## config.mk

```make
export PLATFORM = sky130hd
export DESIGN_NAME = rv_pipe_top
export DESIGN_NICKNAME = d
export VERILOG_FILES = /design/src/source/rv_pkg.sv /design/src/source/rv_decode.sv /design/src/source/rv_execute.sv /design/src/source/rv_fetch.sv /design/src/source/rv_hazard_ctrl.sv /design/src/source/rv_mem_wb.sv /design/src/source/rv_pipe_top.sv
export SDC_FILE = /design/constraint.sdc
export NUM_CORES = 2
export LEC_CHECK = 0
export ABC_AREA = 0
export BUFFER_PORTS_ARGS = -buffer_cell sky130_fd_sc_hd__buf_4
export CORE_MARGIN = 5
export CORE_UTILIZATION = 60
export CTS_CLUSTER_SIZE = 8
export DETAILED_ROUTE_END_ITERATION = 12
export PLACE_DENSITY_LB_ADDON = 0.08
export SYNTH_ARGS = -nofsm -noshare
export SYNTH_HDL_FRONTEND = slang
export SYNTH_HIERARCHICAL = 1
export SYNTH_SLANG_ARGS = --single-unit
```

## constraint.sdc

```tcl
create_clock -name clk_100mhz_i -period 8.6 [get_ports clk_100mhz_i]
set_clock_uncertainty 0.05 [all_clocks]
set_input_delay 1.72 -clock clk_100mhz_i [delete_from_list [all_inputs] [get_ports clk_100mhz_i]]
set_output_delay 1.72 -clock clk_100mhz_i [all_outputs]
set_load 0.05 [all_outputs]
```

## src/source/rv_pkg.sv

```systemverilog
package rv_pkg;

    localparam int XLEN = 32;

    typedef logic [XLEN-1:0] word_t;    // register and ram data
    typedef logic [XLEN-1:0] addr_t;    // byte address, rom ram and pc
    typedef logic [31:0]     inst_t;
    typedef logic [4:0]      reg_addr_t;
    typedef logic [1:0]      fwd_sel_t;

    // alu operand source
    localparam fwd_sel_t FWD_REG = 2'd0;
    localparam fwd_sel_t FWD_EXM = 2'd1;    // execute/memory alu result
    localparam fwd_sel_t FWD_MWB = 2'd2;    // memory/writeback data

    // opcodes of the supported subset
    localparam logic [6:0] OP_RTYPE  = 7'b0110011;
    localparam logic [6:0] OP_ITYPE  = 7'b0010011;
    localparam logic [6:0] OP_LOAD   = 7'b0000011;
    localparam logic [6:0] OP_STORE  = 7'b0100011;
    localparam logic [6:0] OP_BRANCH = 7'b1100011;

    localparam logic [2:0] F3_ADD  = 3'b000;
    localparam logic [2:0] F3_BEQ  = 3'b000;
    localparam logic [2:0] F3_WORD = 3'b010;    // lw / sw

    localparam logic [6:0] F7_SUB = 7'b0100000;

    localparam inst_t NOP_INST = 32'h0000_0013;    // addi x0, x0, 0
    localparam addr_t RESET_PC = '0;

endpackage

```

## src/source/rv_decode.sv

```systemverilog
`timescale 1ns/10ps

module rv_decode (
    input  logic              clk_100mhz_i,
    input  logic              arst_n_i,
    input  logic              freeze_i,
    input  logic              flush_i,
    input  rv_pkg::inst_t     inst_i,
    input  rv_pkg::addr_t     pc_i,
    input  logic              wb_ena_i,
    input  rv_pkg::reg_addr_t wb_rd_i,
    input  rv_pkg::word_t     wb_data_i,
    output rv_pkg::reg_addr_t rs1_o,
    output rv_pkg::reg_addr_t rs2_o,
    output rv_pkg::reg_addr_t ex_rs1_o,
    output rv_pkg::reg_addr_t ex_rs2_o,
    output rv_pkg::reg_addr_t ex_rd_o,
    output rv_pkg::word_t     ex_op_a_o,
    output rv_pkg::word_t     ex_op_b_o,
    output rv_pkg::word_t     ex_imm_o,
    output rv_pkg::addr_t     ex_pc_o,
    output logic              ex_reg_w_o,
    output logic              ex_load_o,
    output logic              ex_store_o,
    output logic              ex_branch_o,
    output logic              ex_sub_o,
    output logic              ex_use_imm_o
);
    import rv_pkg::*;

    word_t      regs [32];
    logic [6:0] opcode;
    logic [2:0] funct3;
    logic [6:0] funct7;
    logic       is_add, is_sub, is_addi, is_lw, is_sw, is_beq;
    word_t      imm;
    word_t      rs1_data;
    word_t      rs2_data;

    assign opcode = inst_i[6:0];
    assign funct3 = inst_i[14:12];
    assign funct7 = inst_i[31:25];

    assign is_add  = opcode == OP_RTYPE && funct3 == F3_ADD && funct7 == 7'b0;
    assign is_sub  = opcode == OP_RTYPE && funct3 == F3_ADD && funct7 == F7_SUB;
    assign is_addi = opcode == OP_ITYPE && funct3 == F3_ADD;
    assign is_lw   = opcode == OP_LOAD && funct3 == F3_WORD;
    assign is_sw   = opcode == OP_STORE && funct3 == F3_WORD;
    assign is_beq  = opcode == OP_BRANCH && funct3 == F3_BEQ;

    // unused source fields read as x0, so they never stall or forward
    assign rs1_o = (is_add || is_sub || is_addi || is_lw || is_sw || is_beq) ?
                   inst_i[19:15] : '0;
    assign rs2_o = (is_add || is_sub || is_sw || is_beq) ? inst_i[24:20] : '0;

    always_comb begin
        if (is_sw) begin
            imm = {{20{inst_i[31]}}, inst_i[31:25], inst_i[11:7]};
        end else if (is_beq) begin
            imm = {{19{inst_i[31]}}, inst_i[31], inst_i[7], inst_i[30:25], inst_i[11:8], 1'b0};
        end else begin
            imm = {{20{inst_i[31]}}, inst_i[31:20]};    // addi, lw
        end
    end

    // write-through covers the write landing in this same cycle
    assign rs1_data = (wb_ena_i && wb_rd_i != '0 && wb_rd_i == rs1_o) ? wb_data_i : regs[rs1_o];
    assign rs2_data = (wb_ena_i && wb_rd_i != '0 && wb_rd_i == rs2_o) ? wb_data_i : regs[rs2_o];

    always_ff @(posedge clk_100mhz_i or negedge arst_n_i) begin
        if (!arst_n_i) begin
            for (int i = 0; i < 32; i++) begin
                regs[i] <= '0;
            end
        end else if (wb_ena_i && !freeze_i && wb_rd_i != '0) begin
            regs[wb_rd_i] <= wb_data_i;    // x0 never written
        end
    end

    // decode/execute register, bubble on flush
    always_ff @(posedge clk_100mhz_i or negedge arst_n_i) begin
        if (!arst_n_i) begin
            ex_rs1_o    <= '0;
            ex_rs2_o    <= '0;
            ex_rd_o     <= '0;
            ex_reg_w_o  <= 1'b0;
            ex_load_o   <= 1'b0;
            ex_store_o  <= 1'b0;
            ex_branch_o <= 1'b0;
        end else if (!freeze_i) begin
            ex_rs1_o    <= flush_i ? '0 : rs1_o;
            ex_rs2_o    <= flush_i ? '0 : rs2_o;
            ex_rd_o     <= flush_i ? '0 : inst_i[11:7];
            ex_reg_w_o  <= !flush_i && (is_add || is_sub || is_addi || is_lw);
            ex_load_o   <= !flush_i && is_lw;
            ex_store_o  <= !flush_i && is_sw;
            ex_branch_o <= !flush_i && is_beq;
        end
    end

    always_ff @(posedge clk_100mhz_i) begin
        if (!freeze_i) begin
            ex_op_a_o    <= rs1_data;
            ex_op_b_o    <= rs2_data;
            ex_imm_o     <= imm;
            ex_pc_o      <= pc_i;
            ex_sub_o     <= is_sub;
            ex_use_imm_o <= is_addi || is_lw || is_sw;
        end
    end

    // relies on the write port never touching entry 0
    x0_zero_a: assert property (@(posedge clk_100mhz_i) disable iff (!arst_n_i)
        rs1_o == '0 |-> rs1_data == '0);

endmodule

```

## src/source/rv_execute.sv

```systemverilog
`timescale 1ns/10ps

module rv_execute (
    input  logic              clk_100mhz_i,
    input  logic              arst_n_i,
    input  logic              freeze_i,
    input  rv_pkg::reg_addr_t ex_rs2_i,
    input  rv_pkg::reg_addr_t ex_rd_i,
    input  rv_pkg::word_t     ex_op_a_i,
    input  rv_pkg::word_t     ex_op_b_i,
    input  rv_pkg::word_t     ex_imm_i,
    input  rv_pkg::addr_t     ex_pc_i,
    input  logic              ex_reg_w_i,
    input  logic              ex_load_i,
    input  logic              ex_store_i,
    input  logic              ex_branch_i,
    input  logic              ex_sub_i,
    input  logic              ex_use_imm_i,
    input  rv_pkg::fwd_sel_t  fwd_a_i,
    input  rv_pkg::fwd_sel_t  fwd_b_i,
    input  rv_pkg::word_t     mem_fwd_data_i,
    input  rv_pkg::word_t     wb_fwd_data_i,
    output logic              branch_taken_o,
    output rv_pkg::addr_t     branch_target_o,
    output rv_pkg::word_t     mem_result_o,
    output rv_pkg::word_t     mem_store_data_o,
    output rv_pkg::reg_addr_t mem_rd_o,
    output rv_pkg::reg_addr_t mem_rs2_o,
    output logic              mem_reg_w_o,
    output logic              mem_load_o,
    output logic              mem_store_o
);
    import rv_pkg::*;

    word_t op_a;
    word_t op_b;
    word_t alu_b;
    word_t result;

    function automatic word_t fwd_mux(fwd_sel_t sel, word_t reg_val, word_t exm, word_t mwb);
        case (sel)
            FWD_EXM: return exm;
            FWD_MWB: return mwb;
            default: return reg_val;
        endcase
    endfunction

    assign op_a = fwd_mux(fwd_a_i, ex_op_a_i, mem_fwd_data_i, wb_fwd_data_i);
    assign op_b = fwd_mux(fwd_b_i, ex_op_b_i, mem_fwd_data_i, wb_fwd_data_i);

    // addi, lw and sw all add the immediate to rs1
    assign alu_b  = ex_use_imm_i ? ex_imm_i : op_b;
    assign result = ex_sub_i ? op_a - alu_b : op_a + alu_b;

    assign branch_taken_o  = ex_branch_i && (op_a == op_b);    // beq
    assign branch_target_o = ex_pc_i + ex_imm_i;

    // execute/memory register
    always_ff @(posedge clk_100mhz_i or negedge arst_n_i) begin
        if (!arst_n_i) begin
            mem_rd_o    <= '0;
            mem_rs2_o   <= '0;
            mem_reg_w_o <= 1'b0;
            mem_load_o  <= 1'b0;
            mem_store_o <= 1'b0;
        end else if (!freeze_i) begin
            mem_rd_o    <= ex_rd_i;
            mem_rs2_o   <= ex_rs2_i;
            mem_reg_w_o <= ex_reg_w_i;
            mem_load_o  <= ex_load_i;
            mem_store_o <= ex_store_i;
        end
    end

    always_ff @(posedge clk_100mhz_i) begin
        if (!freeze_i) begin
            mem_result_o     <= result;
            mem_store_data_o <= op_b;    // forwarded rs2
        end
    end

    // a taken beq leaves a bubble behind it in execute
    branch_flush_a: assert property (@(posedge clk_100mhz_i) disable iff (!arst_n_i)
        branch_taken_o && !freeze_i |-> ex_branch_i
            ##1 !(ex_branch_i || ex_reg_w_i || ex_load_i || ex_store_i));

endmodule

```

## src/source/rv_fetch.sv

```systemverilog
`timescale 1ns/10ps

module rv_fetch (
    input  logic          clk_100mhz_i,
    input  logic          arst_n_i,
    input  logic          freeze_i,
    input  logic          stall_i,
    input  logic          flush_i,
    input  logic          branch_taken_i,
    input  rv_pkg::addr_t branch_target_i,
    input  rv_pkg::inst_t rom_data_i,
    output rv_pkg::addr_t pc_o,
    output rv_pkg::inst_t if_inst_o,
    output rv_pkg::addr_t if_pc_o
);
    import rv_pkg::*;

    addr_t pc_next;

    // redirect beats the load-use stall
    always_comb begin
        if (branch_taken_i) begin
            pc_next = branch_target_i;
        end else if (stall_i) begin
            pc_next = pc_o;
        end else begin
            pc_next = pc_o + 32'd4;
        end
    end

    always_ff @(posedge clk_100mhz_i or negedge arst_n_i) begin
        if (!arst_n_i) begin
            pc_o <= RESET_PC;
        end else if (!freeze_i) begin
            pc_o <= pc_next;
        end
    end

    // fetch/decode register
    always_ff @(posedge clk_100mhz_i or negedge arst_n_i) begin
        if (!arst_n_i) begin
            if_inst_o <= NOP_INST;
            if_pc_o   <= RESET_PC;
        end else if (!freeze_i) begin
            if (flush_i) begin
                if_inst_o <= NOP_INST;    // squash wrong-path fetch
            end else if (!stall_i) begin
                if_inst_o <= rom_data_i;
                if_pc_o   <= pc_o;
            end
        end
    end

    // branch targets come from execute, so this covers the whole redirect path
    pc_aligned_a: assert property (@(posedge clk_100mhz_i) disable iff (!arst_n_i)
        pc_o[1:0] == 2'b00);

endmodule

```

## src/source/rv_hazard_ctrl.sv

```systemverilog
`timescale 1ns/10ps

module rv_hazard_ctrl (
    input  logic              hold_i,
    input  rv_pkg::reg_addr_t id_rs1_i,
    input  rv_pkg::reg_addr_t id_rs2_i,
    input  rv_pkg::reg_addr_t ex_rs1_i,
    input  rv_pkg::reg_addr_t ex_rs2_i,
    input  rv_pkg::reg_addr_t ex_rd_i,
    input  logic              ex_load_i,
    input  rv_pkg::reg_addr_t mem_rd_i,
    input  logic              mem_reg_w_i,
    input  logic              mem_store_i,
    input  rv_pkg::reg_addr_t mem_rs2_i,
    input  rv_pkg::reg_addr_t wb_rd_i,
    input  logic              wb_ena_i,
    input  logic              branch_taken_i,
    output logic              freeze_o,
    output logic              stall_front_o,
    output logic              flush_if_id_o,
    output logic              flush_id_ex_o,
    output rv_pkg::fwd_sel_t  fwd_a_o,
    output rv_pkg::fwd_sel_t  fwd_b_o,
    output logic              fwd_store_o
);
    import rv_pkg::*;

    logic load_use;

    // newest producer wins, x0 never forwarded
    function automatic fwd_sel_t fwd_pick(reg_addr_t rs, reg_addr_t m_rd, logic m_w,
                                          reg_addr_t w_rd, logic w_ena);
        if (m_w && m_rd != '0 && m_rd == rs) begin
            return FWD_EXM;
        end else if (w_ena && w_rd != '0 && w_rd == rs) begin
            return FWD_MWB;
        end
        return FWD_REG;
    endfunction

    assign fwd_a_o = fwd_pick(ex_rs1_i, mem_rd_i, mem_reg_w_i, wb_rd_i, wb_ena_i);
    assign fwd_b_o = fwd_pick(ex_rs2_i, mem_rd_i, mem_reg_w_i, wb_rd_i, wb_ena_i);

    // store in memory, its data written by the instruction now in writeback
    assign fwd_store_o = mem_store_i && wb_ena_i && wb_rd_i != '0 && wb_rd_i == mem_rs2_i;

    assign load_use = ex_load_i && ex_rd_i != '0 && (ex_rd_i == id_rs1_i || ex_rd_i == id_rs2_i);

    assign freeze_o      = hold_i;
    assign stall_front_o = load_use;
    assign flush_if_id_o = branch_taken_i;
    assign flush_id_ex_o = branch_taken_i || load_use;    // bubble into execute

    // a load and a taken branch can never share the execute slot
    always_comb begin
        if (!hold_i) begin
            assert (!(stall_front_o && flush_if_id_o))
                else $error("load-use stall together with branch flush");
        end
    end

endmodule

```

## src/source/rv_mem_wb.sv

```systemverilog
`timescale 1ns/10ps

module rv_mem_wb (
    input  logic              clk_100mhz_i,
    input  logic              arst_n_i,
    input  logic              freeze_i,
    input  logic              fwd_store_i,
    input  rv_pkg::word_t     mem_result_i,
    input  rv_pkg::word_t     mem_store_data_i,
    input  rv_pkg::reg_addr_t mem_rd_i,
    input  logic              mem_reg_w_i,
    input  logic              mem_load_i,
    input  logic              mem_store_i,
    input  rv_pkg::word_t     ram_r_data_i,
    output logic              ram_r_ena_o,
    output rv_pkg::addr_t     ram_r_addr_o,
    output logic              ram_w_ena_o,
    output rv_pkg::addr_t     ram_w_addr_o,
    output rv_pkg::word_t     ram_w_data_o,
    output logic              wb_ena_o,
    output rv_pkg::reg_addr_t wb_rd_o,
    output rv_pkg::word_t     wb_data_o
);
    import rv_pkg::*;

    word_t store_data;

    assign store_data = fwd_store_i ? wb_data_o : mem_store_data_i;

    // read and write both issue from the memory stage
    assign ram_r_ena_o  = mem_load_i;
    assign ram_r_addr_o = mem_result_i;
    assign ram_w_ena_o  = mem_store_i && !freeze_i;    // one strobe per store
    assign ram_w_addr_o = mem_result_i;
    assign ram_w_data_o = store_data;

    always_ff @(posedge clk_100mhz_i or negedge arst_n_i) begin
        if (!arst_n_i) begin
            wb_ena_o <= 1'b0;
            wb_rd_o  <= '0;
        end else if (!freeze_i) begin
            wb_ena_o <= mem_reg_w_i;
            wb_rd_o  <= mem_rd_i;
        end
    end

    always_ff @(posedge clk_100mhz_i) begin
        if (!freeze_i) begin
            wb_data_o <= mem_load_i ? ram_r_data_i : mem_result_i;
        end
    end

endmodule

```

## src/source/rv_pipe_top.sv

```systemverilog
`timescale 1ns/10ps

module rv_pipe_top (
    input  logic          clk_100mhz_i,
    input  logic          arst_n_i,
    input  logic          hold_i,
    input  rv_pkg::inst_t rom_r_data_i,
    input  rv_pkg::word_t ram_r_data_i,
    output rv_pkg::addr_t rom_r_addr_o,
    output logic          ram_r_ena_o,
    output rv_pkg::addr_t ram_r_addr_o,
    output logic          ram_w_ena_o,
    output rv_pkg::addr_t ram_w_addr_o,
    output rv_pkg::word_t ram_w_data_o
);
    import rv_pkg::*;

    // controller
    logic      freeze, stall_front, flush_if_id, flush_id_ex, fwd_store;
    fwd_sel_t  fwd_a, fwd_b;

    inst_t     if_inst;
    addr_t     if_pc;
    reg_addr_t id_rs1, id_rs2;

    // decode/execute
    reg_addr_t ex_rs1, ex_rs2, ex_rd;
    word_t     ex_op_a, ex_op_b, ex_imm;
    addr_t     ex_pc;
    logic      ex_reg_w, ex_load, ex_store, ex_branch, ex_sub, ex_use_imm;
    logic      branch_taken;
    addr_t     branch_target;

    // execute/memory
    word_t     mem_result, mem_store_data;
    reg_addr_t mem_rd, mem_rs2;
    logic      mem_reg_w, mem_load, mem_store;

    logic      wb_ena;
    reg_addr_t wb_rd;
    word_t     wb_data;

    rv_fetch u_fetch (
        .clk_100mhz_i(clk_100mhz_i), .arst_n_i(arst_n_i),
        .freeze_i(freeze), .stall_i(stall_front), .flush_i(flush_if_id),
        .branch_taken_i(branch_taken), .branch_target_i(branch_target),
        .rom_data_i(rom_r_data_i), .pc_o(rom_r_addr_o),
        .if_inst_o(if_inst), .if_pc_o(if_pc)
    );

    rv_decode u_decode (
        .clk_100mhz_i(clk_100mhz_i), .arst_n_i(arst_n_i),
        .freeze_i(freeze), .flush_i(flush_id_ex), .inst_i(if_inst), .pc_i(if_pc),
        .wb_ena_i(wb_ena), .wb_rd_i(wb_rd), .wb_data_i(wb_data),
        .rs1_o(id_rs1), .rs2_o(id_rs2),
        .ex_rs1_o(ex_rs1), .ex_rs2_o(ex_rs2), .ex_rd_o(ex_rd),
        .ex_op_a_o(ex_op_a), .ex_op_b_o(ex_op_b), .ex_imm_o(ex_imm), .ex_pc_o(ex_pc),
        .ex_reg_w_o(ex_reg_w), .ex_load_o(ex_load), .ex_store_o(ex_store),
        .ex_branch_o(ex_branch), .ex_sub_o(ex_sub), .ex_use_imm_o(ex_use_imm)
    );

    rv_hazard_ctrl u_hazard_ctrl (
        .hold_i(hold_i), .id_rs1_i(id_rs1), .id_rs2_i(id_rs2),
        .ex_rs1_i(ex_rs1), .ex_rs2_i(ex_rs2), .ex_rd_i(ex_rd), .ex_load_i(ex_load),
        .mem_rd_i(mem_rd), .mem_reg_w_i(mem_reg_w),
        .mem_store_i(mem_store), .mem_rs2_i(mem_rs2),
        .wb_rd_i(wb_rd), .wb_ena_i(wb_ena), .branch_taken_i(branch_taken),
        .freeze_o(freeze), .stall_front_o(stall_front),
        .flush_if_id_o(flush_if_id), .flush_id_ex_o(flush_id_ex),
        .fwd_a_o(fwd_a), .fwd_b_o(fwd_b), .fwd_store_o(fwd_store)
    );

    rv_execute u_execute (
        .clk_100mhz_i(clk_100mhz_i), .arst_n_i(arst_n_i), .freeze_i(freeze),
        .ex_rs2_i(ex_rs2), .ex_rd_i(ex_rd),
        .ex_op_a_i(ex_op_a), .ex_op_b_i(ex_op_b), .ex_imm_i(ex_imm), .ex_pc_i(ex_pc),
        .ex_reg_w_i(ex_reg_w), .ex_load_i(ex_load), .ex_store_i(ex_store),
        .ex_branch_i(ex_branch), .ex_sub_i(ex_sub), .ex_use_imm_i(ex_use_imm),
        .fwd_a_i(fwd_a), .fwd_b_i(fwd_b),
        .mem_fwd_data_i(mem_result), .wb_fwd_data_i(wb_data),
        .branch_taken_o(branch_taken), .branch_target_o(branch_target),
        .mem_result_o(mem_result), .mem_store_data_o(mem_store_data),
        .mem_rd_o(mem_rd), .mem_rs2_o(mem_rs2),
        .mem_reg_w_o(mem_reg_w), .mem_load_o(mem_load), .mem_store_o(mem_store)
    );

    rv_mem_wb u_mem_wb (
        .clk_100mhz_i(clk_100mhz_i), .arst_n_i(arst_n_i),
        .freeze_i(freeze), .fwd_store_i(fwd_store),
        .mem_result_i(mem_result), .mem_store_data_i(mem_store_data),
        .mem_rd_i(mem_rd), .mem_reg_w_i(mem_reg_w),
        .mem_load_i(mem_load), .mem_store_i(mem_store),
        .ram_r_data_i(ram_r_data_i), .ram_r_ena_o(ram_r_ena_o), .ram_r_addr_o(ram_r_addr_o),
        .ram_w_ena_o(ram_w_ena_o), .ram_w_addr_o(ram_w_addr_o), .ram_w_data_o(ram_w_data_o),
        .wb_ena_o(wb_ena), .wb_rd_o(wb_rd), .wb_data_o(wb_data)
    );

endmodule

```

==> impl_metrics.toml <==
[synth]
synth_area_leaders = "dfrtp_1 37%, mux2_2 16%, edfxtp_1 8.0%, mux2i_1 4.2%, mux4_2 4.1%"
synth_nets = 7158
syn_area_per_cell_um2 = 11.1
yosysMostFrequentCell = "dfrtp_1"
synth_top_family_by_area = "multiplexers"
synth-adder-area-share_pct = 1.23
ys_top_cells_by_count = "1155 x dfrtp_1, 1071 x mux2_2, 725 x nand2_1, 487 x clkbuf_1, 391 x o21ai_0"
synth-simple-area-share_pct = 8.41
synth_edf_count = 207
synthArstFlopShare_pct = 84.8
synth.distinct_cells = 109
synthMuxAreaShare_pct = 25.0
synthCells = 7016
synth_warnings = 6
synth_top_flop_cell = "dfrtp_1"
synth_top_area_share_pct = 37.3
ys_seq_area_share_pct = 45.4
yosys.area.top_type = "dfrtp_1"
synthXorXnorAreaFrac_pct = 1.81
synth_compound_area_share_pct = 13.5
ys_ff_latch = 1365
synth_area_um2 = 77600

[clock_tree]
numClockSinks = 1365
cts_tree = "yes"
cts_max_level = 4
cts_resized = 0
clockBufferDepth = 3
path_clk_slew_ns = 0.05
cts_made_buffers = 189
cts-root-buf = "clkbuf_16"
post_cts.repair.setup_buffers = 0
cts_hold_buf = 0
clock_latency_ns = 0.82

[die]
dieHeight_um = 370
ioPinCount = 197
die_w_um = 370
start_util_pct = 60.1
rows = 132
core-area_um2 = 129000
die-area_um2 = 137000

[drt]
remaining_drc_errors = 0
ant_nets = 0
wl_per_cell_um = 33.2
num_vias = 62600
vias_per_cell = 7.17
finalWirelength_um = 290000
dr.first_iter.drc_count = 8937
drtPass1Iterations = 9

[critical_path]
worstPathRequired_ns = 9.08
startpoint = "u_mem_wb/wb_rd_o[1]"
crit_fanout = 20
cp-end-kind = "flip-flop"
reg2reg_depth = 22
r2r-start = "u_mem_wb/wb_rd_o[1]"
worst-setup-path-type = "reg2reg"
cp.arrival_ns = 7.82
r2r_end = "u_execute/mem_result_o[30]"
critPathLaunchType = "flip-flop"
r2r_setup_slack_ns = 1.26

[cells_and_area]
n_fill_cell = 10000
utilization_pct = 66.3
fin_nets = 7040
area_delta_synth_final_pct = 10.2
drive_above_1_share_pct = 29.4

[power_and_ir_drop]
vdd_drop_max_mv = 0.192
p_leak_nw = 38.8
power_density_nw_per_um2 = 196
power_mw = 16.8

[global_route]
antenna_found_initial = 11
groute.usage.overall_pct = 41.5
grt.overflow.total = 0
grt_pass1_wl_um = 417000
grt_max_degree = 177
grt_pass1_vias = 60800

[min_path]
min_path_cells = 0
min_from = "u_decode/regs[1017]"
hold_path_class = "reg2reg"
hold_path_end = "u_decode/regs[1017]"

[sta]
whs_ns = 0.350
max_freq_mhz = 136
period_share_pct = 85.3
finalCriticalPeriod_ns = 7.34
fin_tns_setup_ns = 0
rsz0062_at_grt = "false"
slew_headroom_pct = 4.44
hold_viol_final = 0
slew_viol_final = 0
setup_viol = 0
tightest_slew_ns = 1.43

[place]
gp_congestion = 0.959
hpwl_um = 178000
io_buffers = 196

[flow_run]
max_cap_violations = 0

[outcome]
status = "completed"
[area by class of cell]
type                    count  area [um2]  share of cell area [%]
diodes                     10        25.0                  0.0293
clock buffers             253        5060                    5.93
clock inverters            13         198                   0.231
inverters                  99         374                   0.438
multi-input cells        4835       39200                    45.8
flip-flops and latches   1365       35200                    41.2
well taps                1742        2180                    2.55
repair buffers            408        3250                    3.80
[state kept, by name, indices dropped and copies added, names as in the netlist, 13 cells and up]
| signal | cells |
|---|---|
| u_execute/mem_store_data_o | 32 |
| u_decode/ex_imm_o | 13 |
| u_decode/regs | 1024 |
| u_fetch/if_pc_o | 32 |
| u_decode/ex_op_b_o | 32 |
| u_fetch/if_inst_o | 32 |
| u_decode/ex_pc_o | 32 |
| u_mem_wb/wb_data_o | 32 |
| u_fetch/pc_o | 32 |
| u_execute/mem_result_o | 32 |
| u_decode/ex_op_a_o | 32 |
[layer usage]
metal  track usage (%)  wire length (um)  up-vias
li1                  -                 -    25700
met3              14.9             38900      973
met2              58.5            121000     4302
met5             0.890               209        -
met1              55.8            111000    31600
met4              23.2             19100        8
[worst max path at each step]
stage | cells past startpoint | slack [ns] | to
2_1_floorplan | 8 | 2.06 | u_decode/regs[161]
3_3_place_gp | 21 | 1.40 | u_execute/mem_result_o[30]
3_5_place_dp | 22 | 1.44 | u_execute/mem_result_o[30]
4_1_cts | 22 | 1.40 | u_execute/mem_result_o[30]
5_1_grt | 21 | 0.83 | u_execute/mem_result_o[30]
6_report | 22 | 1.26 | u_execute/mem_result_o[30]
[stage by stage]
step | cells | setup WS (ns) | cell area, um2
finish | 8725 | 1.26 | 85500
global route | 8716 | 0.833 | 85400
CTS | 8715 | 1.40 | 85400
detailed placement | 8449 | 1.44 | 80200
global placement | 8449 | 1.40 | 80200
floorplan | 7016 | 2.06 | 77600
[layout by cell type (no fill, tap or decap), types with 22 or more instances in the layout]
cell | netlist | final
a2111oi_0 | 40 | 24
a211oi_1 | 68 | 68
a21o_1 | 38 | 37
a21oi_1 | 314 | 314
a221oi_1 | 81 | 81
a22o_1 | 39 | 39
a22oi_1 | 76 | 76
a2bb2oi_1 | 25 | 25
a311oi_1 | 23 | 23
a31oi_1 | 62 | 62
and2_1 | 23 | 24
buf_4 | 89 | 393
clkbuf_1 | 487 | 59
clkbuf_16 | 0 | 193
dfrtp_1 | 1155 | 1148
edfxtp_1 | 207 | 207
ha_1 | 73 | 71
inv_1 | 91 | 89
mux2_2 | 1071 | 1071
mux2_4 | 60 | 60
mux2i_1 | 327 | 327
mux4_2 | 141 | 141
nand2_1 | 725 | 719
nand2b_1 | 49 | 48
nand3_1 | 194 | 190
nor2_1 | 222 | 201
nor2b_1 | 26 | 25
nor3_1 | 50 | 45
o2111ai_1 | 63 | 62
o21a_1 | 28 | 28
o21ai_0 | 391 | 389
o21ai_1 | 25 | 22
o221a_2 | 28 | 28
o22ai_1 | 73 | 73
o31ai_1 | 42 | 42
xnor2_1 | 83 | 83
xor2_1 | 77 | 77
[worst max-delay path, stage by stage (launching register included)]
cell and delay, ns:
dfrtp_1 0.71, or4_1 0.21, o21ai_1 0.09, or4_1 0.58
nor4_2 0.21, inv_1 0.08, ha_1 0.53, a22oi_1 0.37
a221oi_1 0.19, nor4_2 0.42, nand3_2 0.32, nor3b_1 0.49
nor2_1 0.10, xor2_1 0.20, ha_1 0.37, inv_1 0.16
o21bai_1 0.09, a221o_1 0.38, a311o_1 0.32, a31o_1 0.23
a2111oi_4 0.46, nor4b_1 0.11, or3b_1 0.38
[logic make-up after synthesis]
group	Yosys count
AOI/OAI and AO/OA	1565
DFF	1365
adders and majority gates	75
muxes	1600
xor gates and xnor gates	160
and+or+nand+nor	1435
buffers and inverters	816
[report_power, final]
part | total, mW | internal (mW) | switching [mW]
clock | 6.88 | 4.06 | 2.82
combinational | 2.64 | 0.854 | 1.79
sequential | 7.23 | 6.86 | 0.367
(Power assumes the default switching activity.)
